<file path="src/include/lsu_defs_defs.svh">
// word and register widths, load/store type codes, axi responses, sram depth and delays
`ifndef LSU_DEFS_DEFS_SVH
`define LSU_DEFS_DEFS_SVH

// datapath widths
`define LSU_XLEN 32
`define LSU_REG_IDX_W 5

// load type codes, 3 bits
`define LSU_LOAD_NONE 3'd0
`define LSU_LOAD_LB 3'd1
`define LSU_LOAD_LH 3'd2
`define LSU_LOAD_LW 3'd3
`define LSU_LOAD_LBU 3'd4
`define LSU_LOAD_LHU 3'd5

// store type codes, 2 bits
`define LSU_STORE_NONE 2'd0
`define LSU_STORE_SB 2'd1
`define LSU_STORE_SH 2'd2
`define LSU_STORE_SW 2'd3

// axi responses
`define LSU_RESP_OKAY 2'b00
`define LSU_RESP_SLVERR 2'b10

// sram depth in words and channel delays in cycles
`define LSU_SRAM_WORDS 256
`define LSU_SRAM_AR_DELAY 1
`define LSU_SRAM_AW_DELAY 2
`define LSU_SRAM_R_DELAY 2
`define LSU_SRAM_B_DELAY 1

`endif

</file>
<file path="src/verilog/lsu_pkg.sv">
// shared vector types, request/write-back/axi structs and controller state enum
`include "lsu_defs_defs.svh"

package lsu_pkg;

	typedef logic [`LSU_XLEN-1:0] data_t;
	typedef logic [`LSU_XLEN-1:0] addr_t;
	typedef logic [`LSU_XLEN/8-1:0] strb_t;
	typedef logic [`LSU_REG_IDX_W-1:0] reg_idx_t;
	typedef logic [2:0] load_type_t;
	typedef logic [1:0] store_type_t;
	typedef logic [1:0] resp_t;

	// request from execute, addr is the alu result
	typedef struct packed {
		addr_t       addr;
		data_t       wdata;
		load_type_t  load_type;
		store_type_t store_type;
		reg_idx_t    rd;
		logic        wb_en;
	} lsu_req_t;

	typedef struct packed {
		reg_idx_t rd;
		logic     wb_en;
		data_t    data;
		logic     err;
	} lsu_wb_t;

	// shared by ar and aw
	typedef struct packed {
		addr_t addr;
	} axi_addr_t;

	typedef struct packed {
		data_t data;
		strb_t strb;
	} axi_w_t;

	typedef struct packed {
		data_t data;
		resp_t resp;
	} axi_r_t;

	typedef enum logic [1:0] {
		LSU_IDLE,
		LSU_ADDR,
		LSU_RESP,
		LSU_DONE
	} lsu_state_e;

endpackage

</file>
<file path="src/verilog/lsu_store_align.sv">
// store lane alignment: byte strobe and shifted write data from store type and offset
`timescale 1ns/1ps
`include "lsu_defs_defs.svh"

module lsu_store_align (
	input  lsu_pkg::store_type_t store_type_i,
	input  logic [1:0]           addr_lo_i,
	input  lsu_pkg::data_t       wdata_i,
	output lsu_pkg::axi_w_t      w_o
);

	lsu_pkg::strb_t base_strb;
	logic [4:0]     bit_shift;

	// strobe for the access size before the lane offset
	always_comb begin
		case (store_type_i)
			`LSU_STORE_SB: begin
				base_strb = 4'b0001;
			end
			`LSU_STORE_SH: begin
				base_strb = 4'b0011;
			end
			`LSU_STORE_SW: begin
				base_strb = 4'b1111;
			end
			default: begin
				base_strb = 4'b0000;
			end
		endcase
	end

	// byte offset times eight
	assign bit_shift = {addr_lo_i, 3'b000};

	// low bytes of the store data land on the strobed lanes
	assign w_o.strb = base_strb << addr_lo_i;
	assign w_o.data = wdata_i << bit_shift;

endmodule

</file>
<file path="src/verilog/lsu_load_extend.sv">
// load lane select with sign or zero extension for byte and halfword loads
`timescale 1ns/1ps
`include "lsu_defs_defs.svh"

module lsu_load_extend (
	input  lsu_pkg::load_type_t load_type_i,
	input  logic [1:0]          addr_lo_i,
	input  lsu_pkg::data_t      rdata_i,
	output lsu_pkg::data_t      data_o
);

	lsu_pkg::data_t shifted;
	logic [4:0]     bit_shift;

	assign bit_shift = {addr_lo_i, 3'b000};

	// addressed lane moved down to bit 0
	assign shifted = rdata_i >> bit_shift;

	always_comb begin
		case (load_type_i)
			`LSU_LOAD_LB: begin
				data_o = {{(`LSU_XLEN-8){shifted[7]}}, shifted[7:0]};
			end
			`LSU_LOAD_LH: begin
				data_o = {{(`LSU_XLEN-16){shifted[15]}}, shifted[15:0]};
			end
			`LSU_LOAD_LBU: begin
				data_o = {{(`LSU_XLEN-8){1'b0}}, shifted[7:0]};
			end
			`LSU_LOAD_LHU: begin
				data_o = {{(`LSU_XLEN-16){1'b0}}, shifted[15:0]};
			end
			default: begin
				// lw, offset is zero for aligned words
				data_o = shifted;
			end
		endcase
	end

endmodule

</file>
<file path="src/verilog/lsu_ctrl.sv">
// memory-stage FSM: request capture, axi-lite master channels and write-back result
`timescale 1ns/1ps
`include "lsu_defs_defs.svh"

module lsu_ctrl (
	input  logic                clock,
	input  logic                rstn,
	input  logic                req_valid_i,
	input  lsu_pkg::lsu_req_t   req_i,
	output logic                ar_valid_o,
	output lsu_pkg::axi_addr_t  ar_addr_o,
	input  logic                ar_ready_i,
	input  lsu_pkg::axi_r_t     r_i,
	input  logic                r_valid_i,
	output logic                r_ready_o,
	output logic                aw_valid_o,
	output lsu_pkg::axi_addr_t  aw_addr_o,
	input  logic                aw_ready_i,
	output lsu_pkg::axi_w_t     w_o,
	output logic                w_valid_o,
	input  logic                w_ready_i,
	input  lsu_pkg::resp_t      b_resp_i,
	input  logic                b_valid_i,
	output logic                b_ready_o,
	output logic                done_o,
	output lsu_pkg::lsu_wb_t    wb_o
);

	lsu_pkg::lsu_state_e state_q;
	lsu_pkg::lsu_state_e state_d;
	lsu_pkg::lsu_req_t   req_q;
	lsu_pkg::data_t      wb_data_q;
	logic                wb_err_q;
	logic                aw_done_q;
	logic                w_done_q;
	logic                is_load;
	logic                is_store;
	logic                ar_fire;
	logic                r_fire;
	logic                aw_fire;
	logic                w_fire;
	logic                b_fire;
	logic                aw_ok;
	logic                w_ok;
	lsu_pkg::data_t      load_data;
	lsu_pkg::addr_t      word_addr;

	// a load wins if both types are set
	assign is_load  = req_q.load_type != `LSU_LOAD_NONE;
	assign is_store = !is_load && (req_q.store_type != `LSU_STORE_NONE);

	assign word_addr = {req_q.addr[`LSU_XLEN-1:2], 2'b00};
	assign ar_addr_o.addr = word_addr;
	assign aw_addr_o.addr = word_addr;

	assign ar_valid_o = (state_q == lsu_pkg::LSU_ADDR) && is_load;
	assign aw_valid_o = (state_q == lsu_pkg::LSU_ADDR) && is_store && !aw_done_q;
	assign w_valid_o  = (state_q == lsu_pkg::LSU_ADDR) && is_store && !w_done_q;
	assign r_ready_o  = (state_q == lsu_pkg::LSU_RESP) && is_load;
	assign b_ready_o  = (state_q == lsu_pkg::LSU_RESP) && is_store;
	assign done_o     = state_q == lsu_pkg::LSU_DONE;

	assign ar_fire = ar_valid_o && ar_ready_i;
	assign r_fire  = r_valid_i && r_ready_o;
	assign aw_fire = aw_valid_o && aw_ready_i;
	assign w_fire  = w_valid_o && w_ready_i;
	assign b_fire  = b_valid_i && b_ready_o;

	// aw and w may finish on different edges
	assign aw_ok = aw_done_q || aw_fire;
	assign w_ok  = w_done_q || w_fire;

	lsu_store_align u_store_align (
		.store_type_i (req_q.store_type),
		.addr_lo_i    (req_q.addr[1:0]),
		.wdata_i      (req_q.wdata),
		.w_o          (w_o)
	);

	lsu_load_extend u_load_extend (
		.load_type_i (req_q.load_type),
		.addr_lo_i   (req_q.addr[1:0]),
		.rdata_i     (r_i.data),
		.data_o      (load_data)
	);

	always_comb begin
		state_d = state_q;
		case (state_q)
			lsu_pkg::LSU_IDLE: begin
				if (req_valid_i) begin
					state_d = lsu_pkg::LSU_ADDR;
				end
			end
			lsu_pkg::LSU_ADDR: begin
				if (!is_load && !is_store) begin
					state_d = lsu_pkg::LSU_DONE;
				end else if (is_load && ar_fire) begin
					state_d = lsu_pkg::LSU_RESP;
				end else if (is_store && aw_ok && w_ok) begin
					state_d = lsu_pkg::LSU_RESP;
				end
			end
			lsu_pkg::LSU_RESP: begin
				if (r_fire || b_fire) begin
					state_d = lsu_pkg::LSU_DONE;
				end
			end
			default: begin
				state_d = lsu_pkg::LSU_IDLE;
			end
		endcase
	end

	always_ff @(posedge clock) begin
		if (!rstn) begin
			state_q   <= lsu_pkg::LSU_IDLE;
			aw_done_q <= 1'b0;
			w_done_q  <= 1'b0;
		end else begin
			state_q <= state_d;
			if (state_q == lsu_pkg::LSU_IDLE) begin
				aw_done_q <= 1'b0;
				w_done_q  <= 1'b0;
			end else begin
				aw_done_q <= aw_done_q || aw_fire;
				w_done_q  <= w_done_q || w_fire;
			end
		end
	end

	// request and write-back payload
	always_ff @(posedge clock) begin
		if ((state_q == lsu_pkg::LSU_IDLE) && req_valid_i) begin
			req_q <= req_i;
		end
		if ((state_q == lsu_pkg::LSU_ADDR) && !is_load && !is_store) begin
			wb_data_q <= req_q.addr;
			wb_err_q  <= 1'b0;
		end
		if (r_fire) begin
			wb_data_q <= load_data;
			wb_err_q  <= |r_i.resp;
		end
		if (b_fire) begin
			wb_data_q <= req_q.addr;
			wb_err_q  <= |b_resp_i;
		end
	end

	assign wb_o.rd    = req_q.rd;
	assign wb_o.wb_en = req_q.wb_en;
	assign wb_o.data  = wb_data_q;
	assign wb_o.err   = wb_err_q;

endmodule

</file>
<file path="config.mk">
export PLATFORM = sky130hd
export DESIGN_NAME = lsu_ctrl
export DESIGN_NICKNAME = d
export VERILOG_FILES = /design/src/verilog/lsu_pkg.sv /design/src/verilog/lsu_store_align.sv /design/src/verilog/lsu_load_extend.sv /design/src/verilog/lsu_ctrl.sv
export VERILOG_INCLUDE_DIRS = /design/src /design/src/include
export SDC_FILE = /design/constraint.sdc
export NUM_CORES = 1
export LEC_CHECK = 0
export BUFFER_PORTS_ARGS = -buffer_cell sky130_fd_sc_hd__clkbuf_2
export CORE_AREA = 8 8 117 119
export DETAILED_ROUTE_END_ITERATION = 8
export DIE_AREA = 0 0 125 127
export GPL_TIMING_DRIVEN = 0
export HOLD_SLACK_MARGIN = 0.15
export MAX_ROUTING_LAYER = met4
export PLACE_DENSITY = 0.91
export SYNTH_ARGS = -nofsm -noshare
export SYNTH_HDL_FRONTEND = slang
export SYNTH_HIERARCHICAL = 1
export SYNTH_SLANG_ARGS = --single-unit
export TNS_END_PERCENT = 5
</file>
<file path="constraint.sdc">
create_clock -name clock -period 4.85 [get_ports clock]
set_clock_uncertainty 0.05 [all_clocks]
set_input_delay 0.7275 -clock clock [delete_from_list [all_inputs] [get_ports clock]]
set_output_delay 0.7275 -clock clock [all_outputs]
set_load 0.02 [all_outputs]
</file>
Yosys cells after proc, flatten, opt, wreduce, memory -nomap -nowiden. Index checks and enable logic that the tools add are counted.

Bits in registers: 112. Input port bits: 119. Output and inout port bits: 145. Word-level logic and storage cells: 76.

Equality and inequality tests: 13. Shift operators: 3. Multiplexer cells: 14. Bitwise logic cells: 1. Reduce and logical (&&, ||, !) cells: 34.

Operator list (number): $pmux W32 S4 (1); $mux W32 (3); $shl A32 B5 Y32 (1); $shr A32 B5 Y32 (1); $logic_and A1 B1 Y1 (19); $pmux W4 S3 (1); $mux W2 (5); $eq A2 B2 Y1 const B (4); $eq A3 B3 Y1 const B (2); $pmux W2 S3 (1); $reduce_bool A3 Y1 (2); $reduce_or A2 Y1 (3); $eq A2 B1 Y1 const B (2); $logic_not A1 Y1 (4); $ne A4 B1 Y1 const B (1); $shl A4 B2 Y4 (1); $eq A3 B1 Y1 const B (1); $eq A3 B2 Y1 const B (1); $logic_or A1 B1 Y1 (3); $mux W1 (3); $reduce_and A3 Y1 (1); $logic_not A2 Y1 (1); $ne A2 B1 Y1 const B (1); $ne A2 B2 Y1 const B (1); other kinds (2) (2).

Logic depth before layout (Yosys ltp). Gate-level depths: netlist of run 1.

Depth in word-level cells: 13. Mapped depth: 7. Depth with buffers taken out: 6.

Hierarchy. Netlist of run 1, hierarchy kept.

Modules (own cells, without submodules): lsu_ctrl (times used 1, cells an instance 263, area an instance 4556.9 um^2, sequential area each 3323.2 um^2); lsu_load_extend (times used 1, cells an instance 103, area an instance 735.7 um^2, sequential area each 0.0 um^2); lsu_store_align (times used 1, cells an instance 74, area an instance 598.1 um^2, sequential area each 0.0 um^2).

Worst setup path before layout of run 1. Ideal clock, no wire load.

Path type: input-to-reg. Start: input req_valid_i. End: register req_q (netlist bit ar_addr_o[10]) (enable). Library setup time: 0.441 ns. Arrival: 2.474 ns. Data required time: 4.359 ns. Slack: 1.885 ns. Stages: 1. Buffers on the path: 0. Cells stage by stage: and2_1.

Word-level cells in the longest chain between the ends: 1.

Ends and longest elaborated chain: start, declared (RTL line lsu_ctrl.sv:8) `input logic req_valid_i,`; $logic_and A1 B1 Y1 (RTL line lsu_ctrl.sv:134) `if ((state_q == lsu_pkg::LSU_IDLE) && req_valid_i) begin`; end signal, assigned (RTL line lsu_ctrl.sv:135) `req_q <= req_i;`; end, declared (RTL line lsu_ctrl.sv:31) `lsu_pkg::lsu_req_t req_q;`.

No other way between the ends. A chain may end at the register's enable or synchronous reset.

Final worst setup path of run 1.
Start: register req_q[9] (netlist bit). End: register wb_data_q[17] (enable).

Word-level cells in the longest chain between the ends: 6. Elaborated cells between the ends (all ways): 11. Those cells by class: reduce/logical: 11.

Ends and longest elaborated chain: $reduce_bool A3 Y1 (no source line) (*); $logic_not A1 Y1 (RTL line lsu_ctrl.sv:50, lsu_ctrl.sv:137); $logic_and A1 B1 Y1 (RTL line lsu_ctrl.sv:50) `` assign is_store = !is_load && (req_q.store_type != `LSU_STORE_NONE); ``; $logic_and A1 B1 Y1 / $logic_not A1 Y1 (equally long branches) (RTL line lsu_ctrl.sv:60, lsu_ctrl.sv:137); $logic_and A1 B1 Y1, on equally long branches (RTL line lsu_ctrl.sv:67, lsu_ctrl.sv:137); $reduce_bool A3 Y1 (no source line) (*); end signal, assigned (RTL line lsu_ctrl.sv:138) `wb_data_q <= req_q.addr;`; end signal, assigned (RTL line lsu_ctrl.sv:142) `wb_data_q <= load_data;`; end signal, assigned (RTL line lsu_ctrl.sv:146) `wb_data_q <= req_q.addr;`; end, declared (RTL line lsu_ctrl.sv:32) `lsu_pkg::data_t wb_data_q;`.

Mark *: on every way between the ends. The rest lies on a longest branch, timed or not.

==> summary.txt, run 1 <==
IO Port Bufs -> 259
Max VDD drop -> 377 uV
Worst setup margin -> 2.12 ns
Floorplan core area -> 0.0118 mm^2
GRT overflow -> 0
Resized Gates After CTS -> 0
Layout cell share with drive strength beyond 1 -> 56.3%
Fraction of synthesized area in multiplexers -> 15.1%
Post-synth EDFFs -> 108
Initial Utilization -> 49.9%
Post-synthesis sequential area ratio -> 56.4%
CTS sink count -> 112
Post-DRT Antenna Nets -> 0
Die width -> 125 um
Avg Cell Area, Syn -> 13.4 um^2
Clock slew seen by the registers of the worst setup and hold paths -> 0.07 ns
Synth Area in Adders -> 1.06%
Run status -> finished, final reports clean
Skew-Pair Late Insertion Delay -> 0.35 ns
IO Count -> 264
Top-count cell post-synth -> edfxtp_1
Crit path depth -> 4
Largest net degree at the start of global routing -> 41
Max-cap violations -> 0
Yosys top cell by area -> edfxtp_1
Post-synth cell types -> 48
CTS tree -> built
Unrepaired setup endpoints after global routing -> false
Actual slew at the worst max-slew pin -> 0.905 ns
Post-route DRC -> 0
Vias per cell -> 5.27
Slew Limit Fails -> 0
Setup violations, final -> 0
Critical path class -> flop to flop
Arr. time, crit path -> 2.51 ns
Vias in the first global route -> 4960
Post-Route WL -> 17700 um
Final #Nets -> 838
Count of final hold-check violations -> 0
Min-delay worst type -> flop to flop
Period minus WS final -> 2.73 ns
Via count -> 4568
Worst r2r path cells -> 4
Post-CTS setup buffer count -> 0
Synth async-reset ratio -> 0%
Synth top area share -> 55.1%
XOR/XNOR Fraction of Synth Area -> 0.149%
RR Endpoint -> wb_data_q[17]
Iter 0 DRT Violations -> 350
Slowest-stage cell, CP -> nand3_2
Cell Pwr Density -> 505 mW/mm^2
Post-DR wirelength/cell -> 20.5 um
Reg2Reg Setup Slack -> 2.12 ns
Die Area -> 0.0159 mm^2
Slew HR -> 39.6%
CTS max path bufs -> 2
CP Buf/Inv Count -> 1
Die Y-Extent -> 127 um
Critical Path End Type -> flop
CP max stage delay -> 0.69 ns
Mapped Cells -> 440
Critical Path Fanout Max -> 33
GRT Util Overall -> 22.6%
CP top delay family -> simple AND/OR/NAND/NOR gates
Routability Congestion -> 0.932
Static Leak -> 3.61 nW
Synth Register Bits -> 112
Final TNS setup -> 0 ns
Most area-consuming cells after synthesis -> edfxtp_1, buf_4, mux2i_1
CTS buffer count -> 9
Cell Chain, Critical Path -> nor3_4 -> nand3b_4 -> buf_6 -> nand3_2
Initial antenna violation count -> 0
WP data required -> 4.63 ns
Worst setup path startpoint -> req_q[9]
Pre-Repair DR Iteration Count -> 6
Hold buffer count at CTS -> 0
Largest family of logic cells by synthesized area -> multiplexers
Fmax -> 0.367 GHz
Mapped Area -> 0.00589 mm^2
HPWL Detailed -> 14100 um
Synth Area in Compound Gates -> 8.94%
CP endpoint -> wb_data_q[17]
Fin crit share -> 56.3%
Warnings from Yosys -> 6
Site row count -> 40
Inserted Diodes -> 0
Most common library cells after synthesis -> edfxtp_1, buf_4, mux2i_1
First-pass GRT wire length -> 27200 um
Reg-to-reg startpoint -> req_q[9]
Clk root buf -> clkbuf_16
Setup crit start kind -> flop
Main synth FF type -> edfxtp_1
Post-Place Worst Slack -> 2.07 ns
Area Growth Syn to Fin -> 31.0%
Synth Area in Simple Gates -> 6.58%
CTS H-tree lvls -> 3
metrics by stage:
stage	utilization (%)	instance area [um^2]	power [W]	std cells	hold slack, ns
global route	65.3	7720	0.00407	866	0.476
floorplan	-	5900	0.00259	443	0.409
global placement	62.5	7380	0.00310	849	0.428
CTS	65.3	7720	0.00393	866	0.476
detailed placement	62.7	7410	0.00315	850	0.476
finish	65.3	7720	0.00390	866	0.485
report_power, final:
part	internal, W	leakage (nW)	switching (W)
registers	0.00135	1.05	0.000135
clock network	0.000411	0.151	0.000359
logic	0.000656	2.41	0.000985
area by class of cell:
type                            count  area, um^2
Fill cell                         858        4090
Sequential cell                   112        3320
Multi-Input combinational cell    235        1900
Timing Repair Buffer              260        1320
Buffer                             88         659
Clock buffer                       10         229
Tap cell                          147         184
Clock inverter                      6        78.8
Inverter                            8        30.0
cell families after synthesis:
family | Yosys count
AND/OR/NAND/NOR | 68
XOR/XNOR | 1
adder cells (fa/ha/maj) | 5
flip-flops | 112
AO/OA/AOI/OAI | 74
buffers and inverters | 96
other | 1
multiplexers | 83
sequential cells by signal, summed over array words and instances (netlist names):
name and cells:
aw_done_q 1, wb_err_q 1, ar_addr_o 30, req_q 39, wb_o 6, wb_data_q 32, w_done_q 1, state_q 2
layer usage:
layer  track usage, %  up-vias  share of wire (%)
met4             8.45        0                2.0
li1                 -     2099                  -
met5                -        -                  0
met3             7.11       29                9.1
met1             22.9     2149                 38
met2             40.6      291                 51
layout by cell type (no fill, tap or decap), drive strengths merged, types with 4 or more instances in the layout:
cell type and count:
nand2 7, ha 5, a21o 10, and2 10, dfxtp 4, a21oi 18, nor2 28, o21ai 18
conb 4, inv 10, mux2 33, mux2i 50, buf 86, clkbuf 272, edfxtp 108, a211oi 7
o2bb2ai 9, nor2b 9
worst min-delay path, cell delays in order (launching register included):
cell	delay, ns
dfxtp_1	0.36
nand2_1	0.07
mux2i_1	0.06
worst min path at each step:
| stage | startpoint | end | slack (ns) | depth (start not counted) |
|---|---|---|---|---|
| floorplan | aw_done_q | aw_done_q | 0.41 | 2 |
| global placement | aw_done_q | aw_done_q | 0.43 | 2 |
| detailed placement | aw_done_q | aw_done_q | 0.48 | 2 |
| CTS | req_i[50] | ar_addr_o[7] | 0.48 | 1 |
| global route | req_i[45] | ar_addr_o[2] | 0.48 | 1 |
| finish | state_q[1] | state_q[1] | 0.48 | 2 |
Power figures use the tool's default switching activity.
==> run 2: changes to the inputs <==
--- a/config.mk
+++ b/config.mk
@@ -6,14 +6,15 @@
 export SDC_FILE = /design/constraint.sdc
 export NUM_CORES = 1
 export LEC_CHECK = 0
+export ABC_AREA = 1
 export BUFFER_PORTS_ARGS = -buffer_cell sky130_fd_sc_hd__clkbuf_2
-export CORE_AREA = 8 8 117 119
+export CORE_AREA = 8 8 124 126
 export DETAILED_ROUTE_END_ITERATION = 8
-export DIE_AREA = 0 0 125 127
+export DIE_AREA = 0 0 132 134
 export GPL_TIMING_DRIVEN = 0
 export HOLD_SLACK_MARGIN = 0.15
 export MAX_ROUTING_LAYER = met4
-export PLACE_DENSITY = 0.91
+export PLACE_DENSITY = 0.87
 export SYNTH_ARGS = -nofsm -noshare
 export SYNTH_HDL_FRONTEND = slang
 export SYNTH_HIERARCHICAL = 1
==> constraint.sdc (replaced) <==
create_clock -name clock -period 2.62 [get_ports clock]
set_clock_uncertainty 0.05 [all_clocks]
set_input_delay 0.393 -clock clock [delete_from_list [all_inputs] [get_ports clock]]
set_output_delay 0.393 -clock clock [all_outputs]
set_load 0.02 [all_outputs]
==> summary.txt, run 2 <==
Run status -> finished, final reports clean
Multi-input logic area -> 0.00206 mm^2
CTS buffer count -> 9
Global Route met3 Usage -> 5.46%
Iter 0 DRT Violations -> 464
Number of flip-flops in the largest register -> 39
Max-cap violations -> 0
CTS sink count -> 112
Grt met1 use -> 25.5%
Arr. time, crit path -> 2.25 ns
Die Y-Extent -> 134 um
Avg Cell Area, Syn -> 9.03 um^2
Clk root buf -> clkbuf_16
Largest net degree at the start of global routing -> 54
Pre-Repair DR Iteration Count -> 7
Static Leak -> 4.59 nW
Max VDD drop -> 763 uV
First-pass GRT wire length -> 30900 um
Setup crit start kind -> flop
Worst r2r path cells -> 7
Main synth FF type -> edfxtp_1
IO Count -> 264
CP Buf/Inv Count -> 3
XOR/XNOR Fraction of Synth Area -> 0%
Post-DRT Antenna Nets -> 0
Post-synth EDFFs -> 108
Die Area -> 0.0177 mm^2
Period minus WS final -> 2.35 ns
IO Port Bufs -> 259
Reg-to-reg startpoint -> state_q[0]
Crit path top cell by count -> inv_1
Hold endpoint -> req_q[42]
Hold wc startpoint -> req_i[42]
Post-synth cell types -> 33
Post-DR wirelength/cell -> 16.4 um
Busiest grt layer -> met2
Area Growth Syn to Fin -> 37.6%
Fraction of synthesized area in multiplexers -> 0%
Synth Area in Compound Gates -> 3.84%
Setup violations, final -> 0
Slowest-stage cell, CP -> nand3_4
Mapped Cells -> 714
Skew-Pair Late Insertion Delay -> 0.36 ns
Initial Utilization -> 47.8%
CTS max path bufs -> 2
Site row count -> 43
Synth Area in Simple Gates -> 26.7%
Min-delay worst type -> input pin to flop
Most frequent cells in the layout -> clkbuf_2, nand2_1, edfxtp_1
Cell Chain, Critical Path -> inv_1 -> ha_1 -> inv_1 -> nor2_4 -> nand2_8 -> buf_2 -> nand3_4
Met2 Usage GRT -> 38.4%
Via count -> 5924
Final #Nets -> 1167
WP data required -> 2.52 ns
Largest family of logic cells by synthesized area -> simple AND/OR/NAND/NOR gates
CTS H-tree lvls -> 3
Floorplan core area -> 0.0135 mm^2
CP top delay family -> simple AND/OR/NAND/NOR gates
Critical path class -> flop to flop
Vias per cell -> 4.82
CTS tree -> built
Vias in the first global route -> 5804
Die width -> 132 um
Post-synthesis sequential area ratio -> 51.5%
Slew Limit Fails -> 0
Seq. cell area -> 0.00332 mm^2
Actual slew at the worst max-slew pin -> 0.508 ns
Warnings from Yosys -> 6
Commonest non-fill, non-tap cell in the layout -> clkbuf_2
Count of final hold-check violations -> 0
Design Power -> 0.00714 W
Top-count cell post-synth -> nand2_1
Synth Register Bits -> 112
Synth async-reset ratio -> 0%
Synth Area in Adders -> 0.970%
RR Endpoint -> wb_data_q[20]
Fin crit share -> 89.7%
Most common library cells after synthesis -> nand2_1, edfxtp_1, buf_4
Clock slew seen by the registers of the worst setup and hold paths -> 0.08 ns
WHS Path Cells -> 1
Cell Pwr Density -> 805 mW/mm^2
Reg2Reg Setup Slack -> 0.27 ns
Post-Route WL -> 20100 um
Yosys top cell by area -> edfxtp_1
Initial antenna violation count -> 0
Slew HR -> 66.1%
HPWL Detailed -> 15100 um
Mapped Area -> 0.00645 mm^2
GRT Util Overall -> 22.8%
GRT overflow -> 0
Critical Path Fanout Max -> 33
Post-route DRC -> 0
Final hold slack -> 0.158 ns
Fmax -> 0.426 GHz
Unrepaired setup endpoints after global routing -> false
Final TNS setup -> 0 ns
Inserted Diodes -> 0
Most area-consuming cells after synthesis -> edfxtp_1, nand2_1, buf_4
Critical Path End Type -> flop
Layout cell share with drive strength beyond 1 -> 40.8%
Fill count -> 1112
Synth top area share -> 50.3%
Top reg by flops -> req_q
Routability Congestion -> 0.971
CP max stage delay -> 0.44 ns
[run 2: cell count changes in the layout (fill, tap and decap cells not counted), sizes merged, moves of 19 or more]
cell,change
buf,+19
mux2,-33
nand3,+69
inv,+61
dlygate4sd3,+55
mux2i,-50
nand2,+246
[run 2: metal layers]
metal | part of all wire, % | up-vias
met5 | 0 | -
met4 | 3.8 | 0
met3 | 6.7 | 55
met2 | 51 | 296
met1 | 38 | 2680
li1 | - | 2893
[run 2: per-stage QoR]
step                      setup slack (ns)  utilization [%]  instance area, um^2  instances
final                                0.271             65.7                 8870       1228
after global routing                 0.117             65.7                 8870       1228
after floorplan                     0.0545                -                 6460        717
after CTS                            0.276             65.3                 8810       1222
after global placement              -0.690             59.1                 7980       1156
after detailed placement           -0.0949             59.4                 8020       1157
[run 2: power by group]
group	switching, W	leakage [nW]	internal [W]	total [W]
Clock	0.000702	0.145	0.000673	0.00138
Combinational	0.00198	3.40	0.00115	0.00313
Sequential	0.000183	1.04	0.00245	0.00264
[run 2: area by class of cell]
type	instances	share of cell area [%]
repair buffers	315	21.1
plain buffers	105	9.31
flip-flops and latches	112	37.5
clock buffers	9	2.54
multi-input cells	432	23.2
well taps	180	2.54
clock inverters	7	0.804
inverters	68	3.02
[run 2: how the worst max path moves through the flow]
stage | from | cells past startpoint | endpoint | slack, ns
after floorplan | state_q[0] | 4 | ar_addr_o[10] | 0.05
after global placement | state_q[0] | 4 | ar_addr_o[21] | -0.69
after detailed placement | state_q[0] | 7 | wb_data_q[17] | -0.09
after CTS | state_q[0] | 7 | wb_data_q[29] | 0.28
after global routing | state_q[0] | 7 | wb_data_q[19] | 0.12
final | state_q[0] | 7 | wb_data_q[20] | 0.27
[run 2: repair_timing]
action	4_1_cts	5_1_grt
resized for setup	1	0
buffers inserted	0	0
hold endpoints to repair	49	6
hold buffers	49	6
endpoints found under the setup margin	33	0
[run 2: logic make-up (layout without fill, tap and decap cells)]
kind of cell             after synthesis  in the layout
buffers and inverters                173            504
flip-flops                           112            112
other                                  1              4
AO/OA/AOI/OAI                         44             44
adder cells (fa/ha/maj)                5              5
AND/OR/NAND/NOR                      379            379
==> run 3: changes to the inputs <==
--- a/config.mk
+++ b/config.mk
@@ -8,11 +8,11 @@
 export LEC_CHECK = 0
 export ABC_AREA = 1
 export BUFFER_PORTS_ARGS = -buffer_cell sky130_fd_sc_hd__clkbuf_2
-export CORE_AREA = 8 8 124 126
+export CORE_AREA = 2 2 118 120
 export DETAILED_ROUTE_END_ITERATION = 8
-export DIE_AREA = 0 0 132 134
+export DIE_AREA = 0 0 120 122
 export GPL_TIMING_DRIVEN = 0
-export HOLD_SLACK_MARGIN = 0.15
+export HOLD_SLACK_MARGIN = 0.02
 export MAX_ROUTING_LAYER = met4
 export PLACE_DENSITY = 0.87
 export SYNTH_ARGS = -nofsm -noshare
==> constraint.sdc (replaced) <==
create_clock -name clock -period 2.29 [get_ports clock]
set_clock_uncertainty 0.05 [all_clocks]
set_input_delay 0.3435 -clock clock [delete_from_list [all_inputs] [get_ports clock]]
set_output_delay 0.3435 -clock clock [all_outputs]
set_load 0.02 [all_outputs]
==> summary.txt, run 3 (synthesis results as in run 2) <==
Run status -> finished, final reports clean
Min-delay worst type -> input pin to flop
Actual slew at the worst max-slew pin -> 0.698 ns
CP top delay family -> simple AND/OR/NAND/NOR gates
Worst r2r path cells -> 7
Via count -> 5651
Switching Share -> 39.8%
Critical Path Fanout Max -> 33
Design Power -> 0.00802 W
Largest net degree at the start of global routing -> 44
CP endpoint -> wb_data_q[28]
Power share of the combinational group -> 42.8%
Worst setup path startpoint -> state_q[0]
Commonest non-fill, non-tap cell in the layout -> clkbuf_2
Post-Route WL -> 17200 um
Floorplan core area -> 0.0135 mm^2
Critical Path End Type -> flop
GRT Util Overall -> 24.0%
Number of flip-flops in the largest register -> 39
Inserted Diodes -> 0
WP data required -> 2.19 ns
Clock power share -> 19.6%
Post-DR wirelength/cell -> 14.6 um
Cell Chain, Critical Path -> inv_1 -> ha_1 -> inv_1 -> nor2_4 -> nand2_8 -> buf_4 -> nand3_4
Iter 0 DRT Violations -> 409
Reg-to-reg startpoint -> state_q[0]
Die Area -> 0.0146 mm^2
CTS sink count -> 112
Site row count -> 43
CTS tree -> built
Reg2Reg Setup Slack -> 0.19 ns
CTS buffer count -> 9
Core Util, Final -> 61.7%
Top reg by flops -> req_q
Slowest-stage cell, CP -> nand3_4
Most frequent cells in the layout -> clkbuf_2, nand2_1, edfxtp_1
Static Leak -> 4.35 nW
Sequential Power Share -> 37.6%
Clk root buf -> clkbuf_16
Routability Congestion -> 0.948
CP max stage delay -> 0.40 ns
Die Y-Extent -> 122 um
Critical path class -> flop to flop
Setup crit start kind -> flop
Vias per cell -> 4.81
Post-DRT Antenna Nets -> 0
Area Growth Syn to Fin -> 29.1%
Period minus WS final -> 2.10 ns
Fmax -> 0.475 GHz
Post-Place Worst Slack -> -0.395 ns
Count of final hold-check violations -> 0
Slew Limit Fails -> 0
Crit path top cell by count -> inv_1
Pre-Repair DR Iteration Count -> 7
Slew HR -> 53.2%
GRT overflow -> 0
IO Port Bufs -> 259
Cell Pwr Density -> 963 mW/mm^2
CTS H-tree lvls -> 3
Setup violations, final -> 0
HPWL Detailed -> 13500 um
Internal power -> 0.00483 W
Max VDD drop -> 670 uV
IO Count -> 264
Unrepaired setup endpoints after global routing -> false
Initial Utilization -> 47.8%
Initial antenna violation count -> 0
CTS max path bufs -> 2
Post-route DRC -> 0
Die width -> 120 um
Net switching power of the design -> 0.00319 W
RR Endpoint -> wb_data_q[28]
Skew-Pair Late Insertion Delay -> 0.36 ns
Arr. time, crit path -> 2.01 ns
Vias in the first global route -> 5209
Max-cap violations -> 0
First-pass GRT wire length -> 26000 um
CP Buf/Inv Count -> 3
WHS Path Cells -> 1
Crit path depth -> 7
Final #Nets -> 1113
Fin crit share -> 91.8%
Clock slew seen by the registers of the worst setup and hold paths -> 0.08 ns
Worst setup margin -> 0.187 ns
Layout cell share with drive strength beyond 1 -> 43.3%
run 3: changes by cell type in the layout (fill, tap and decap cells not counted):
cell / previous run / this run
clkinvlp_4: 0 / 2
dfxtp_1: 4 / 3
inv_4: 3 / 2
buf_12: 2 / 3
inv_8: 1 / 2
clkinv_4: 3 / 1
dlygate4sd3_1: 55 / 0
buf_2: 13 / 12
buf_4: 77 / 78
dfxtp_2: 0 / 1
buf_16: 1 / 0
clkinvlp_2: 0 / 1
run 3: per-layer routing:
metal	GRT usage [%]	part of all wire, %	up-vias
met2	39.1	49	257
li1	-	-	2786
met3	5.01	6.8	44
met4	9.34	3.0	0
met5	-	0	-
met1	29.3	41	2564
run 3: what timing repair did:
action,in CTS,in global routing
endpoints found under the setup margin,33,76
gates cloned,0,1
pin swaps,1,0
resized for setup,2,1
hold buffers,0,0
setup buffers,0,0
run 3: worst min-delay path by stage:
stage,end,start,slack (ns)
after global routing,req_q[44],req_i[44],0.08
after CTS,req_q[44],req_i[44],0.09
after global placement,wb_o[36],req_i[3],0.47
final,req_q[44],req_i[44],0.10
after floorplan,ar_addr_o[10],req_i[53],0.39
after detailed placement,req_q[35],req_i[35],0.47
run 3: area by class of cell:
type | count | area (um^2)
well taps | 180 | 225
flip-flops and latches | 112 | 3320
fillers | 1144 | 5180
clock buffers | 9 | 225
inverters | 68 | 269
repair inverters | 1 | 5.00
clock inverters | 7 | 72.6
repair buffers | 260 | 1320
plain buffers | 105 | 828
multi-input cells | 432 | 2060
run 3: power by group through the flow:
stage	sequential, W	combinational, W	clock [W]
after floorplan	0.00312	0.00232	0
after global placement	0.00308	0.00333	0
after detailed placement	0.00307	0.00342	0
after CTS	0.00302	0.00343	0.00161
after global routing	0.00306	0.00376	0.00168
final	0.00302	0.00343	0.00157
run 3: worst reg2reg max path: cells and delay by family, from the launching register on:
family                     cells  cell delay, ns
adders and majority gates      1            0.24
DFF                            1            0.38
buffers and inverters          3            0.43
and+or+nand+nor                3            0.58
run 3: metrics by stage:
step	setup TNS (ns)	instances	hold WS, ns	cell area, um^2
2_1_floorplan	-8.09	717	0.392	6460
3_3_place_gp	-73.92	1156	0.470	7990
3_5_place_dp	-12.95	1157	0.472	8010
4_1_cts	0	1173	0.0862	8320
5_1_grt	0	1174	0.0782	8330
6_report	0	1174	0.102	8330
